--- src/include/vic_cfg.svh ---
// register addresses, chip codes, raster limits, dot divider and default video timing
`ifndef VIC_CFG_SVH
`define VIC_CFG_SVH

// register map, cpu side
`define VIC_ADR_RASTER_CTRL 8'h11  // bit 7 = raster bit 8
`define VIC_ADR_RASTER      8'h12
`define VIC_ADR_LPX         8'h13
`define VIC_ADR_LPY         8'h14
`define VIC_ADR_IRQ_STAT    8'h19
`define VIC_ADR_IRQ_EN      8'h1A
`define VIC_ADR_TREG_SEL    8'h30  // timing register index
`define VIC_ADR_TREG_DAT    8'h31  // timing register data

// chip type codes on chip_i
`define VIC_CHIP_6567R8  2'd0
`define VIC_CHIP_6567OLD 2'd1
`define VIC_CHIP_6569    2'd2
`define VIC_CHIP_6572    2'd3

// last raster line per chip
`define VIC_YMAX_6567R8  9'd262
`define VIC_YMAX_6567OLD 9'd261
`define VIC_YMAX_6569    9'd311
`define VIC_YMAX_6572    9'd311

// last dot of a line per chip
`define VIC_XMAX_6567R8  11'd519
`define VIC_XMAX_6567OLD 11'd511
`define VIC_XMAX_6569    11'd503
`define VIC_XMAX_6572    11'd503

`define VIC_DOT_DIV 4  // clk28 cycles per dot

// --------------------
// video timing reset values
`define VIC_H_SYNC_ON    12'd21
`define VIC_H_SYNC_OFF   12'd146
`define VIC_H_BLANK_OFF  12'd208
`define VIC_H_BORDER_OFF 12'd307
`define VIC_H_BORDER_ON  12'd947
`define VIC_H_BLANK_ON   12'd1040
`define VIC_H_TOTAL      12'd1040
`define VIC_V_SYNC_ON    12'd10
`define VIC_V_SYNC_OFF   12'd12
`define VIC_V_BLANK_OFF  12'd45
`define VIC_V_BORDER_OFF 12'd85
`define VIC_V_BORDER_ON  12'd485
`define VIC_V_BLANK_ON   12'd525
`define VIC_V_TOTAL      12'd525
`define VIC_SYNC_POL     1'b1  // both syncs idle high

`endif
--- src/rtl/vic_pkg.sv ---
// interrupt flag union and chip raster limit lookup functions
`include "vic_cfg.svh"

package vic_pkg;

	// one byte seen as status, clear mask and enable mask
	typedef struct packed {
		logic       pending;  // mirror of irq line
		logic [2:0] unused;
		logic       lightPen;
		logic       sprSpr;   // no source, reads 0
		logic       sprBg;    // no source, reads 0
		logic       raster;
	} irqBits_t;

	typedef union packed {
		logic [7:0] raw;
		irqBits_t   f;
	} irqFlags_u;

	// last raster line for a chip code
	function automatic logic [8:0] rasterYMaxFor(input logic [1:0] chip);
		case (chip)
		`VIC_CHIP_6567R8:  return `VIC_YMAX_6567R8;
		`VIC_CHIP_6567OLD: return `VIC_YMAX_6567OLD;
		`VIC_CHIP_6569:    return `VIC_YMAX_6569;
		default:           return `VIC_YMAX_6572;
		endcase
	endfunction

	// last dot of a line
	function automatic logic [10:0] rasterXMaxFor(input logic [1:0] chip);
		case (chip)
		`VIC_CHIP_6567R8:  return `VIC_XMAX_6567R8;
		`VIC_CHIP_6567OLD: return `VIC_XMAX_6567OLD;
		`VIC_CHIP_6569:    return `VIC_XMAX_6569;
		default:           return `VIC_XMAX_6572;
		endcase
	endfunction

endpackage

--- src/rtl/vic_if.sv ---
// timingCfgIf and irqLinkIf interfaces with their modports

// video timing limits, levels from the register file
interface timingCfgIf;
	logic [11:0] hSyncOn, hSyncOff, hBlankOff, hBorderOff, hBorderOn, hBlankOn, hTotal;
	logic [11:0] vSyncOn, vSyncOff, vBlankOff, vBorderOff, vBorderOn, vBlankOn, vTotal;
	logic        hSyncPol, vSyncPol;

	modport regs (
		output hSyncOn, hSyncOff, hBlankOff, hBorderOff, hBorderOn, hBlankOn, hTotal,
		output vSyncOn, vSyncOff, vBlankOff, vBorderOff, vBorderOn, vBlankOn, vTotal,
		output hSyncPol, vSyncPol
	);
	modport timing (
		input hSyncOn, hSyncOff, hBlankOff, hBorderOff, hBorderOn, hBlankOn, hTotal,
		input vSyncOn, vSyncOff, vBlankOff, vBorderOff, vBorderOn, vBlankOn, vTotal,
		input hSyncPol, vSyncPol
	);
endinterface

// raster position, light pen and irq traffic
interface irqLinkIf import vic_pkg::*; ();
	logic [8:0]  rasterCmp;
	irqFlags_u   irqEn;
	irqFlags_u   irqClr;     // single cycle, write to status reg
	irqFlags_u   irqStat;
	logic [8:0]  rasterY;
	logic [10:0] rasterX;
	logic        lineStart;  // pulse as x wraps
	logic [7:0]  lpx, lpy;
	logic        lpHit;      // pulse on latched pen

	modport regs (output rasterCmp, irqEn, irqClr, input irqStat, rasterY, lpx, lpy);
	modport irq (input rasterCmp, irqEn, irqClr, rasterY, lineStart, lpHit, output irqStat);
	modport raster (output rasterY, rasterX, lineStart, lpx, lpy, lpHit);
endinterface

--- src/rtl/vicTop.sv ---
// top level with plain ports, interface instances and block wiring
module vicTop (
	input  logic       clk28,
	input  logic       rst,
	input  logic       csN_i,
	input  logic       rw_i,
	input  logic [7:0] adr_i,
	input  logic [7:0] dat_i,
	output logic [7:0] dat_o,
	input  logic [1:0] chip_i,
	input  logic       lpN_i,
	output logic       irq_o,
	output logic       hSync_o,
	output logic       vSync_o,
	output logic       blank_o,
	output logic       border_o
);
	timingCfgIf tcfg ();
	irqLinkIf   link ();

	// cpu side registers
	vicRegFile u_regFile (
		.clk28 (clk28),
		.rst   (rst),
		.csN_i (csN_i),
		.rw_i  (rw_i),
		.adr_i (adr_i),
		.dat_i (dat_i),
		.dat_o (dat_o),
		.tcfg  (tcfg.regs),
		.link  (link.regs)
	);

	vicRaster u_raster (
		.clk28  (clk28),
		.rst    (rst),
		.chip_i (chip_i),
		.lpN_i  (lpN_i),
		.link   (link.raster)
	);

	vicIrqCtrl u_irqCtrl (
		.clk28 (clk28),
		.rst   (rst),
		.irq_o (irq_o),
		.link  (link.irq)
	);

	// --------------------
	// monitor timing
	vicVideoTiming u_videoTiming (
		.clk28    (clk28),
		.rst      (rst),
		.hSync_o  (hSync_o),
		.vSync_o  (vSync_o),
		.blank_o  (blank_o),
		.border_o (border_o),
		.tcfg     (tcfg.timing)
	);

endmodule

--- src/rtl/vicVideoTiming.sv ---
// programmable h/v counters with registered sync, blank and border
module vicVideoTiming (
	input  logic       clk28,
	input  logic       rst,
	output logic       hSync_o,
	output logic       vSync_o,
	output logic       blank_o,
	output logic       border_o,
	timingCfgIf.timing tcfg
);
	logic [11:0] hCtr, vCtr;
	logic        eol, eof;
	logic        hSyncAct, vSyncAct;
	logic        hBlank, vBlank, hBorder, vBorder;

	assign eol = hCtr == tcfg.hTotal;
	assign eof = eol && vCtr == tcfg.vTotal;

	// counters run 1..total
	always_ff @(posedge clk28) begin
		if (rst) begin
			hCtr <= 12'd1;
			vCtr <= 12'd1;
		end else begin
			hCtr <= eol ? 12'd1 : hCtr + 12'd1;
			if (eol)
				vCtr <= eof ? 12'd1 : vCtr + 12'd1;
		end
	end

	// --------------------
	// window compares
	assign hSyncAct = hCtr >= tcfg.hSyncOn && hCtr < tcfg.hSyncOff;
	assign vSyncAct = vCtr >= tcfg.vSyncOn && vCtr < tcfg.vSyncOff;
	assign hBlank = hCtr >= tcfg.hBlankOn || hCtr < tcfg.hBlankOff;
	assign vBlank = vCtr >= tcfg.vBlankOn || vCtr < tcfg.vBlankOff;
	assign hBorder = hCtr >= tcfg.hBorderOn || hCtr < tcfg.hBorderOff;
	assign vBorder = vCtr >= tcfg.vBorderOn || vCtr < tcfg.vBorderOff;

	always_ff @(posedge clk28) begin
		if (rst) begin
			hSync_o <= tcfg.hSyncPol;  // idle level
			vSync_o <= tcfg.vSyncPol;
			blank_o <= 1'b1;
			border_o <= 1'b1;
		end else begin
			hSync_o <= hSyncAct ^ tcfg.hSyncPol;
			vSync_o <= vSyncAct ^ tcfg.vSyncPol;
			blank_o <= hBlank | vBlank;
			border_o <= hBorder | vBorder;
		end
	end

endmodule

--- src/rtl/vicIrqCtrl.sv ---
// raster compare, interrupt flags, enables, write-one clear and irq level
module vicIrqCtrl import vic_pkg::*; (
	input  logic clk28,
	input  logic rst,
	output logic irq_o,
	irqLinkIf.irq link
);
	logic rasterFlag, lpFlag;
	logic rasterDone;  // one raster hit per line
	logic rasterHit;

	assign rasterHit = (!rasterDone || link.lineStart) && link.rasterY == link.rasterCmp;

	// --------------------
	// flags, set wins over clear
	always_ff @(posedge clk28) begin
		if (rst) begin
			rasterFlag <= 1'b0;
			lpFlag <= 1'b0;
			rasterDone <= 1'b0;
		end else begin
			if (link.lineStart)
				rasterDone <= 1'b0;
			if (link.irqClr.f.raster)
				rasterFlag <= 1'b0;
			if (link.irqClr.f.lightPen)
				lpFlag <= 1'b0;
			if (rasterHit) begin
				rasterDone <= 1'b1;
				rasterFlag <= 1'b1;
			end
			if (link.lpHit)
				lpFlag <= 1'b1;
		end
	end

	// level out, sprite sources never fire
	assign irq_o = (rasterFlag & link.irqEn.f.raster) | (lpFlag & link.irqEn.f.lightPen);

	always_comb begin
		link.irqStat.f.pending = irq_o;
		link.irqStat.f.unused = 3'b111;  // read as ones
		link.irqStat.f.lightPen = lpFlag;
		link.irqStat.f.sprSpr = 1'b0;
		link.irqStat.f.sprBg = 1'b0;
		link.irqStat.f.raster = rasterFlag;
	end

endmodule

--- src/rtl/vicRaster.sv ---
// dot enable, raster x/y counters and light pen latch
`include "vic_cfg.svh"

module vicRaster import vic_pkg::*; (
	input  logic       clk28,
	input  logic       rst,
	input  logic [1:0] chip_i,
	input  logic       lpN_i,
	irqLinkIf.raster   link
);
	localparam int DIV_W = $clog2(`VIC_DOT_DIV);

	logic [1:0]       chip;
	logic [DIV_W-1:0] dotCnt;
	logic             dotEn;
	logic [10:0]      rasterX, xMax;
	logic [8:0]       rasterY, yMax;
	logic             eol;
	logic             lpDone;  // one hit per frame

	// chip pins only looked at in reset
	always_ff @(posedge clk28)
		if (rst)
			chip <= chip_i;

	assign xMax = rasterXMaxFor(chip);
	assign yMax = rasterYMaxFor(chip);
	assign dotEn = dotCnt == DIV_W'(`VIC_DOT_DIV - 1);
	assign eol = dotEn && rasterX == xMax;

	// --------------------
	// raster counters
	always_ff @(posedge clk28) begin
		if (rst) begin
			dotCnt <= '0;
			rasterX <= '0;
			rasterY <= '0;
			link.lineStart <= 1'b0;
		end else begin
			dotCnt <= dotEn ? '0 : dotCnt + 1'b1;
			link.lineStart <= eol;  // lines up with x == 0
			if (eol) begin
				rasterX <= '0;
				rasterY <= (rasterY == yMax) ? 9'd0 : rasterY + 9'd1;
			end else if (dotEn)
				rasterX <= rasterX + 11'd1;
		end
	end

	// light pen, first low sample wins
	always_ff @(posedge clk28) begin
		if (rst) begin
			lpDone <= 1'b0;
			link.lpHit <= 1'b0;
		end else begin
			link.lpHit <= 1'b0;
			if (rasterY == yMax)
				lpDone <= 1'b0;  // re-arm on last line
			else if (!lpDone && !lpN_i) begin
				lpDone <= 1'b1;
				link.lpHit <= 1'b1;
			end
		end
	end

	// coordinates, no reset
	always_ff @(posedge clk28)
		if (!rst && rasterY != yMax && !lpDone && !lpN_i) begin
			link.lpx <= rasterX[8:1];
			link.lpy <= rasterY[8:1];
		end

	assign link.rasterX = rasterX;
	assign link.rasterY = rasterY;

endmodule

--- src/rtl/vicRegFile.sv ---
// cpu bus decode, register storage, read-back mux and indirect timing registers
`include "vic_cfg.svh"

module vicRegFile import vic_pkg::*; (
	input  logic       clk28,
	input  logic       rst,
	input  logic       csN_i,
	input  logic       rw_i,
	input  logic [7:0] adr_i,
	input  logic [7:0] dat_i,
	output logic [7:0] dat_o,
	timingCfgIf.regs   tcfg,
	irqLinkIf.regs     link
);
	// slot order follows the index map, h limits then v limits
	localparam logic [11:0] LIM_DEF [14] = '{
		`VIC_H_SYNC_ON, `VIC_H_SYNC_OFF, `VIC_H_BLANK_OFF, `VIC_H_BORDER_OFF,
		`VIC_H_BORDER_ON, `VIC_H_BLANK_ON, `VIC_H_TOTAL,
		`VIC_V_SYNC_ON, `VIC_V_SYNC_OFF, `VIC_V_BLANK_OFF, `VIC_V_BORDER_OFF,
		`VIC_V_BORDER_ON, `VIC_V_BLANK_ON, `VIC_V_TOTAL
	};

	logic        wrEn, rdEn;
	logic [8:0]  rasterCmp;
	irqFlags_u   irqEn;
	logic [7:0]  tregSel;    // indirect index
	logic [11:0] lim [14];
	logic        hSyncPol, vSyncPol;
	logic [3:0]  slot;
	logic        slotOk;
	logic [7:0]  rdMux;

	assign wrEn = !csN_i && !rw_i;  // plain strobe
	assign rdEn = !csN_i && rw_i;

	// index 0x00-0x0D horizontal, 0x10-0x1D vertical
	always_comb begin
		slot = tregSel[4] ? 4'd7 + {1'b0, tregSel[3:1]} : {1'b0, tregSel[3:1]};
		slotOk = (tregSel[7:5] == 3'd0) && (tregSel[3:1] != 3'b111);  // 0x0E/0x1E/0x1F no-op
	end

	// --------------------
	// register writes
	always_ff @(posedge clk28) begin
		if (rst) begin
			rasterCmp <= '0;
			irqEn.raw <= '0;
			tregSel <= '0;
			hSyncPol <= `VIC_SYNC_POL;
			vSyncPol <= `VIC_SYNC_POL;
			for (int i = 0; i < 14; i++)
				lim[i] <= LIM_DEF[i];
		end else if (wrEn) begin
			case (adr_i)
			`VIC_ADR_RASTER_CTRL: rasterCmp[8] <= dat_i[7];  // other bits dropped
			`VIC_ADR_RASTER:      rasterCmp[7:0] <= dat_i;
			`VIC_ADR_IRQ_EN:      irqEn.raw <= {4'h0, dat_i[3:0]};
			`VIC_ADR_TREG_SEL:    tregSel <= dat_i;
			`VIC_ADR_TREG_DAT: begin
				if (tregSel == 8'h0F) begin
					hSyncPol <= dat_i[0];
					vSyncPol <= dat_i[1];
				end else if (slotOk) begin
					if (tregSel[0])
						lim[slot][11:8] <= dat_i[3:0];  // odd, high nibble
					else
						lim[slot][7:0] <= dat_i;
				end
			end
			default: ;
			endcase
		end
	end

	// clear mask straight off the bus
	always_comb
		link.irqClr.raw = (wrEn && adr_i == `VIC_ADR_IRQ_STAT) ? dat_i : 8'h00;

	// --------------------
	// read-back
	always_comb begin
		case (adr_i)
		`VIC_ADR_RASTER_CTRL: rdMux = {link.rasterY[8], 7'h7F};
		`VIC_ADR_RASTER:      rdMux = link.rasterY[7:0];
		`VIC_ADR_LPX:         rdMux = link.lpx;
		`VIC_ADR_LPY:         rdMux = link.lpy;
		`VIC_ADR_IRQ_STAT:    rdMux = link.irqStat.raw;
		`VIC_ADR_IRQ_EN:      rdMux = {4'hF, irqEn.raw[3:0]};
		`VIC_ADR_TREG_SEL:    rdMux = tregSel;
		default:              rdMux = 8'hFF;
		endcase
	end

	always_ff @(posedge clk28) begin
		if (rst)
			dat_o <= 8'hFF;
		else if (rdEn)
			dat_o <= rdMux;  // held until next read
	end

	assign link.rasterCmp = rasterCmp;
	assign link.irqEn = irqEn;

	assign tcfg.hSyncOn    = lim[0];
	assign tcfg.hSyncOff   = lim[1];
	assign tcfg.hBlankOff  = lim[2];
	assign tcfg.hBorderOff = lim[3];
	assign tcfg.hBorderOn  = lim[4];
	assign tcfg.hBlankOn   = lim[5];
	assign tcfg.hTotal     = lim[6];
	assign tcfg.vSyncOn    = lim[7];
	assign tcfg.vSyncOff   = lim[8];
	assign tcfg.vBlankOff  = lim[9];
	assign tcfg.vBorderOff = lim[10];
	assign tcfg.vBorderOn  = lim[11];
	assign tcfg.vBlankOn   = lim[12];
	assign tcfg.vTotal     = lim[13];
	assign tcfg.hSyncPol   = hSyncPol;
	assign tcfg.vSyncPol   = vSyncPol;

endmodule

--- config.mk ---
export PLATFORM = sky130hd
export DESIGN_NAME = vicTop
export DESIGN_NICKNAME = d
export VERILOG_FILES = /design/src/rtl/vic_pkg.sv /design/src/rtl/vic_if.sv /design/src/rtl/vicTop.sv /design/src/rtl/vicVideoTiming.sv /design/src/rtl/vicIrqCtrl.sv /design/src/rtl/vicRaster.sv /design/src/rtl/vicRegFile.sv
export VERILOG_INCLUDE_DIRS = /design/src /design/src/include
export SDC_FILE = /design/constraint.sdc
export NUM_CORES = 1
export LEC_CHECK = 0
export BUFFER_PORTS_ARGS = -buffer_cell sky130_fd_sc_hd__buf_2
export CAP_MARGIN = 15
export CORE_ASPECT_RATIO = 0.7
export CORE_MARGIN = 1
export CORE_UTILIZATION = 50
export CTS_CLUSTER_SIZE = 14
export DETAILED_ROUTE_END_ITERATION = 6
export GPL_TIMING_DRIVEN = 0
export PLACE_DENSITY = 0.66
export SLEW_MARGIN = 30
export SYNTH_ARGS = -nofsm -noshare
export SYNTH_HDL_FRONTEND = slang
export SYNTH_HIERARCHICAL = 1
export SYNTH_SLANG_ARGS = --single-unit
--- constraint.sdc ---
create_clock -name clk28 -period 4.5 [get_ports clk28]
set_clock_uncertainty 0.05 [all_clocks]
set_input_delay 0 -clock clk28 [delete_from_list [all_inputs] [get_ports clk28]]
set_output_delay 0 -clock clk28 [all_outputs]
set_load 0.02 [all_outputs]
# Word-level counts from Yosys, hierarchy flattened
# Memory sizes are Yosys's and may differ from the RTL's.
# Index checks and enable logic that the tools add are counted.
# word_totals
output_inout_bits	13
regBits	105
mem_count	1
mem_bits_ro	0
inputBits	23
latch_bits	0
wordCells	143
mem_bits_rw	168
# op_classes
bitwise_logic	7
n_reduce_logical	39
muxes	35
add_sub_neg	6
n_mul	0
shifts	0
eq_ne	18
n_div	0
order_cmp	12
# mem_list
memory	depth	width	read_ports	rd_clocked_by_memory_dff	write_ports	line_no	source
u_regFile.lim	14	12	14	0	14	vicRegFile.sv:27	logic [11:0] lim [14];
# ops
cell	count
$ge 12x12->1	6
$lt 12x12->1	6
$pmux 8 s7	1
$eq 8x5->1 const B	6
$mux 1	25
$add 12x1->12 const B	2
$eq 12x12->1	2
$mux 12	2
$pmux 10 s2	1
$eq 9x9->1	2
$eq 8x6->1 const B	2
$logic_and 1x1->1	13
$mux 4	3
$pmux 6 s2	1
$reduce_or 12->1	1
$add 11x1->11 const B	1
$eq 11x10->1	1
$add 9x1->9 const B	1
$mux 9	1
$ne 9x9->1	1
$eq 8x4->1 const B	1
$reduce_and 2->1	4
$reduce_or 2->1	4
$logic_not 1->1	6
other kinds (14)	24

# Logic depth before layout (Yosys ltp)
# Gate-level depths: netlist of the first run.
# depth
word_depth	10
depth_mapped	10
depth_no_buf	8

# Hierarchy
# The synthesis of the first run kept the hierarchy.
# modules_own_cells
module	seq_area_each_um2	n_inst	area_each_um2	cells_per_inst
vicRegFile	5665.4	1	8557.0	739
vicVideoTiming	560.5	1	4727.0	622
vicRaster	1041.0	1	1761.7	162
vicIrqCtrl	60.1	1	281.5	35

# Worst setup path after synthesis of the first run
# Ideal clock, no wire load.
# synth_path
path_kind	register to register
startpoint	register u_regFile.tregSel[2]
endpoint	memory u_regFile.lim[8][0], enable pin
period_less_slack_ns	2.969
path_slack_ns	1.531
setup_time_ns	0.387
t_arrival_ns	2.532
required_time_ns	4.063
path_stages_with_launch	9
path_buffers	2
path_cell_list	dfxtp_1 clkbuf_1 inv_1 ha_1 or2_2 o21ai_0 nand4_1 clkbuf_1 o31ai_1
# synth_lines
element	line_no	source
from (decl)	vicRegFile.sv:26	logic [7:0] tregSel;
from (signal assigned)	vicRegFile.sv:58	`VIC_ADR_TREG_SEL: tregSel <= dat_i;
to (decl)	vicRegFile.sv:27	

==> results of run 1 <==
## final cells by class
class	instances	area, sq um
clock buffers	44	810.8
fillers	2641	12890
multi-input cells	1052	7092
inverters	151	566.8
repair buffers	58	412.9
plain buffers	74	339.1
flip-flops and latches	273	7327
clock inverters	8	87.58
well taps	412	515.5
## metal layers
| layer | GRT usage | wire [um] | part of all wire | vias up |
|---|---|---|---|---|
| met5 | 0 | 0 | 0 | - |
| met2 | 0.4008 | 17930 | 0.41 | 528 |
| met1 | 0.4224 | 19930 | 0.46 | 5801 |
| li1 | - | - | - | 5649 |
| met3 | 0.06609 | 4610 | 0.11 | 70 |
| met4 | 0.08225 | 1107 | 0.025 | 0 |
## per-stage QoR
stage / power [W] / cells / utilization
finish: 0.005395 / 2072 / 0.5710
CTS: 0.005421 / 2072 / 0.5709
global route: 0.005565 / 2072 / 0.5710
floorplan: 0.003025 / 1550 / -
global placement: 0.003137 / 1995 / 0.5309
detailed placement: 0.003150 / 1996 / 0.5330
## power groups by stage
stage / logic, W / registers (W) / clock network, W
2_1_floorplan: 0.000211 / 0.00281 / 0
3_3_place_gp: 0.000307 / 0.00283 / 0
3_5_place_dp: 0.000320 / 0.00283 / 0
4_1_cts: 0.000334 / 0.00278 / 0.00231
5_1_grt: 0.000378 / 0.00278 / 0.00241
6_report: 0.000341 / 0.00278 / 0.00228
## registers in the layout, summed over array words and instances (netlist names), 2 cells and up
register / count
u_regFile/dat_o: 8
u_regFile/lim: 168
u_raster/link.rasterX: 11
u_regFile/link.rasterCmp: 9
u_raster/link.lpy: 8
u_raster/link.rasterY: 9
u_raster/chip: 2
u_videoTiming/hCtr: 12
u_videoTiming/vCtr: 12
u_raster/link.lpx: 8
u_regFile/link.irqEn: 4
u_raster/dotCnt: 2
u_regFile/tregSel: 8
## path summary, 6_finish.rpt
| path | start | to | slack [ps] | cells after the start |
|---|---|---|---|---|
| max | u_regFile/tregSel[2]$_SDFFE_PP0P_ | u_regFile/lim[2][9]$_SDFFCE_PN0P_ | 880 | 8 |
| max reg2reg | u_regFile/tregSel[2]$_SDFFE_PP0P_ | u_regFile/lim[2][9]$_SDFFCE_PN0P_ | 880 | 8 |
| min | chip_i[1] | u_raster/chip[1]$_DFFE_PP_ | 80 | 2 |
| min reg2reg | u_raster/dotCnt[0]$_SDFF_PP0_ | u_raster/dotCnt[0]$_SDFF_PP0_ | 380 | 1 |
## what timing repair did
| action | CTS | global route |
|---|---|---|
| endpoints found under the hold margin | 76 | 0 |
| buffers inserted | 0 | 0 |
| hold buffers | 24 | 0 |
| endpoints found under the setup margin | 0 | 0 |
## cells in the final DEF (no fill, tap or decap), types with 24 or more instances in the layout
master and n:
dlygate4sd3_1 24, xnor2_1 41, nand3_1 57, nand2b_1 25, nor2b_1 25, buf_2 39
a21oi_1 69, clkbuf_1 60, dfxtp_1 87, nor3_1 56, o21ai_0 55, nor2_1 173
edfxtp_1 186, nand4_1 35, clkbuf_16 28, nand2_1 114, inv_1 151, ha_1 145
==> metrics, run 1 <==
Syn Inst Count 1547; Clock Sinks 273; fin area 17150 sq um; Slew @ Worst Pin 1069 ps; DIE AREA 31230 sq um; pin count of the biggest net entering global routing 20; Hold Fails Final Rpt 0; critical path's largest stage delay 660 ps; Hold WS 78.59 ps; cell area after synthesis 15260 sq um; H-tree level count 1; I/O Pins 36; CP required 4640 ps; Slew headroom 0.2849; Net Sw Frac 0.2310; DP Wirelength 32.10 mm; Yosys Warn Count 6; area delta synth->final 12.42%; Critical Path Source Type register; Die X 210.8 um; Place WS 1012 ps; critical path data arrival time 3760 ps; Worst Setup Slack, final 875.7 ps; Setup crit end kind register; PwrDens 314.5 nW/um^2; Lkg Pwr 6.935 nW; crit path cell chain clkbuf_1, inv_1, ha_1, or3_1, a21oi_1, nand2_1, clkbuf_1, o21ai_0; Slowest cell on crit path o21ai_0; RSZ-0062 raised after global routing no; CTS tree yes; Rows 53; first-pass GRT wire length 66.12 mm; Top delay family on crit path compound AO/OA/AOI/OAI gates; period utilization 0.8054; GRT Residual Overflow 0; Worst Hold Class in2reg; Max-Cap Viols 0; DRC 0; DRT Pass-1 Iters 6; RePlAce Congestion 0.9449; Tmin final 3624 ps; CORE AREA 30040 sq um; CP bufs+invs 3; clk_lat worst skew 580 ps; sequential share of power 0.515; initial antenna violation count 1; internal power 0.004148 W; clock-pin slew on the worst setup and hold paths 60 ps; FMAX 275.9 MHz; Fin Setup TNS 0 ps; run status finished, final reports clean; peak supply drop 0.3092 mV; Via density 5.815; count of pins over their slew limit 0; TritonCTS buffer count 28; # nets final 1806; Routed wire per std cell 21.03 um; CP most frequent cell clkbuf_1; antenna viol nets, final 0; final setup violation count 0; antenna cells 0; part of the power in the clock network 0.422; Avg Inst Size Synth 9.862 sq um; peak fanout along the critical path 10; initial cell density of the core 0.5079; Port Buffers 33; layout cell share with drive strength beyond 1 0.07952; CTS root buf clkbuf_16; Post-CTS Resized 0; All-Layer GR Usage 0.2815; Die Height 148.1 um; clk buf depth 3; Psw 0.001246 W; drt total wl 43.58 mm; worst setup path class reg2reg; Cell Area, Placed 16010 sq um; vias in the first global route 11382; vias 12048; DRT iter0 DRCs 1265; Logic pwr share 0.063
No activity file was read; power rests on OpenSTA's default activity.
==> run 2, diff against run 1 <==
Clock period 4.5 ns to 3.7 ns, I/O delays scaled along.
==> run 2 against run 1 <==
Sequential share of layout area about the same. Register-to-register slack worse by 710 ps. Sequential power up 22%. First-iteration DRC count down 0.16%. Final area about the same. Via count down 0.56%. Critical path depth unchanged. Clock-buffer cell count unchanged. Flip-flop and latch count unchanged. Global-route usage unchanged. Largest cell class unchanged.
==> metrics, run 2 (synthesis results as in run 1) <==
run status finished, final reports clean; crit path cell chain clkbuf_1, inv_1, ha_1, or3_1, a21oi_1, nand2_1, clkbuf_1, o21ai_0; DRC 0 (unchanged); placed instance count 1996 (unchanged); final cell count without fillers 2072 (unchanged); critical path's largest stage delay 590 ps (-70 ps); Max-Cap Viols 0 (unchanged); Top reg by flops u_regFile/lim; initial antenna violation count 1 (unchanged); All-Layer GR Usage 0.2815 (unchanged); vias in the first global route 11382 (unchanged); fin area 17160 sq um (about the same); Slew headroom 0.3122 (+0.02737); worst setup path class reg2reg; pin count of the biggest net entering global routing 20 (unchanged); vias 11981 (-0.56%); layout cell share with drive strength beyond 1 0.07952 (unchanged); clk buf depth 3 (unchanged); Cell Area, Placed 16010 sq um (unchanged); Worst Hold Class in2reg; clk_lat worst skew 580 ps (about the same); Hold WS 81.39 ps (+2.794 ps); area delta synth->final 12.48% (about the same); Post CTS Setup Buffer Count 0 (unchanged); period utilization 0.9548 (+0.1494); Port Buffers 33 (unchanged); I/O Pins 36 (unchanged); most common cell after layout, fill and taps aside edfxtp_1; Critical Path Source Type register; Die Height 148.1 um (unchanged); DRT iter0 DRCs 1263 (-0.16%); first-pass GRT wire length 66.12 mm (unchanged); PwrDens 382.4 nW/um^2 (+22%); H-tree level count 1 (unchanged); CTS root buf clkbuf_16; Slowest cell on crit path o21ai_0; Setup crit end kind register; peak supply drop 0.3747 mV (+21%); DP Wirelength 32.10 mm (unchanged); count of pins over their slew limit 0 (unchanged); initial cell density of the core 0.5079 (unchanged); DRT Pass-1 Iters 5 (-1); DIE AREA 31230 sq um (unchanged); Die X 210.8 um (unchanged); Slew @ Worst Pin 1028 ps (-40.90 ps); RePlAce Congestion 0.9449 (unchanged); commonest cells after routing, fill and taps aside edfxtp_1 (186), nor2_1 (173), inv_1 (151); CORE AREA 30040 sq um (unchanged); Routed wire per std cell 21.01 um (-0.12%); Clock Sinks 273 (unchanged); GRT Residual Overflow 0 (unchanged); max FFs per register 168 (unchanged); # nets final 1806 (unchanged); Hold Fails Final Rpt 0 (unchanged); antenna cells 0 (unchanged); Rows 53 (unchanged); CTS tree yes; Tmin final 3533 ps (-91.58 ps); CP required 3850 ps (-790 ps); peak fanout along the critical path 10 (unchanged); Finished Core Util 0.5712 (about the same); Lkg Pwr 6.936 nW (about the same); CP most frequent cell clkbuf_1; FMAX 283.1 MHz (+2.6%); RSZ-0062 raised after global routing yes; critical path data arrival time 3680 ps (-80 ps); antenna viol nets, final 0 (unchanged); final setup violation count 0 (unchanged); clock-pin slew on the worst setup and hold paths 60 ps (about the same); largest registers u_regFile/lim x168, u_videoTiming/hCtr x12, u_videoTiming/vCtr x12; TritonCTS buffer count 28 (unchanged); drt total wl 43.53 mm (-0.12%); Via density 5.782 (-0.56%)
-- run 2: what timing repair did --
item	in CTS	in global routing
hold endpoints to repair	76	0
resized for setup	0	2
hold buffers	24	0
endpoints found under the setup margin	0	36
-- run 2: cell type report --
class,instances,area (sq um)
plain buffers,74,339.1
clock buffers,44,810.8
clock inverters,8,87.58
fillers,2641,12880
inverters,151,566.8
multi-input cells,1052,7101
flip-flops and latches,273,7327
well taps,412,515.5
repair buffers,58,412.9
-- run 2: worst paths after layout --
kind                                     start                                 end  slack (ps)  depth (start not counted)
max          u_regFile/tregSel[2]$_SDFFE_PP0P_  u_regFile/lim[3][11]$_SDFFCE_PN0P_         170                          8
min reg2reg      u_raster/dotCnt[0]$_SDFF_PP0_       u_raster/dotCnt[0]$_SDFF_PP0_         380                          1
max reg2reg  u_regFile/tregSel[2]$_SDFFE_PP0P_  u_regFile/lim[3][11]$_SDFFCE_PN0P_         170                          8
min                                  chip_i[1]          u_raster/chip[1]$_DFFE_PP_          80                          2
-- run 2: report_power, final --
part / total, W / switching (W) / internal [W]
Combinational: 0.000415 / 0.000269 / 0.000146
Clock: 0.00277 / 0.00120 / 0.00157
Sequential: 0.00338 / 0.0000515 / 0.00332
Total: 0.00656 / 0.00152 / 0.00505
-- run 2: metal layers --
metal	share of wire	global-route usage
met5	0	0
met4	0.028	0.08225
met3	0.11	0.06609
met2	0.41	0.4008
met1	0.46	0.4224
-- run 2: through the flow --
| stage | setup TNS [ps] | power [W] | setup slack (ps) |
|---|---|---|---|
| after detailed placement | 0 | 0.003831 | 212.5 |
| after global routing | -1000 | 0.006768 | -59.80 |
| after floorplan | 0 | 0.003679 | 731.1 |
| after CTS | 0 | 0.006594 | 181.0 |
| final | 0 | 0.006561 | 167.3 |
| after global placement | 0 | 0.003815 | 4.956 |
-- run 2: critical path: cells and delay by family, from the launching register on --
kind,cells,cell delay [ps]
adder cells (fa/ha/maj),1,240
AO/OA/AOI/OAI,2,980
buffers and inverters,3,870
AND/OR/NAND/NOR,2,630
flip-flops,1,370
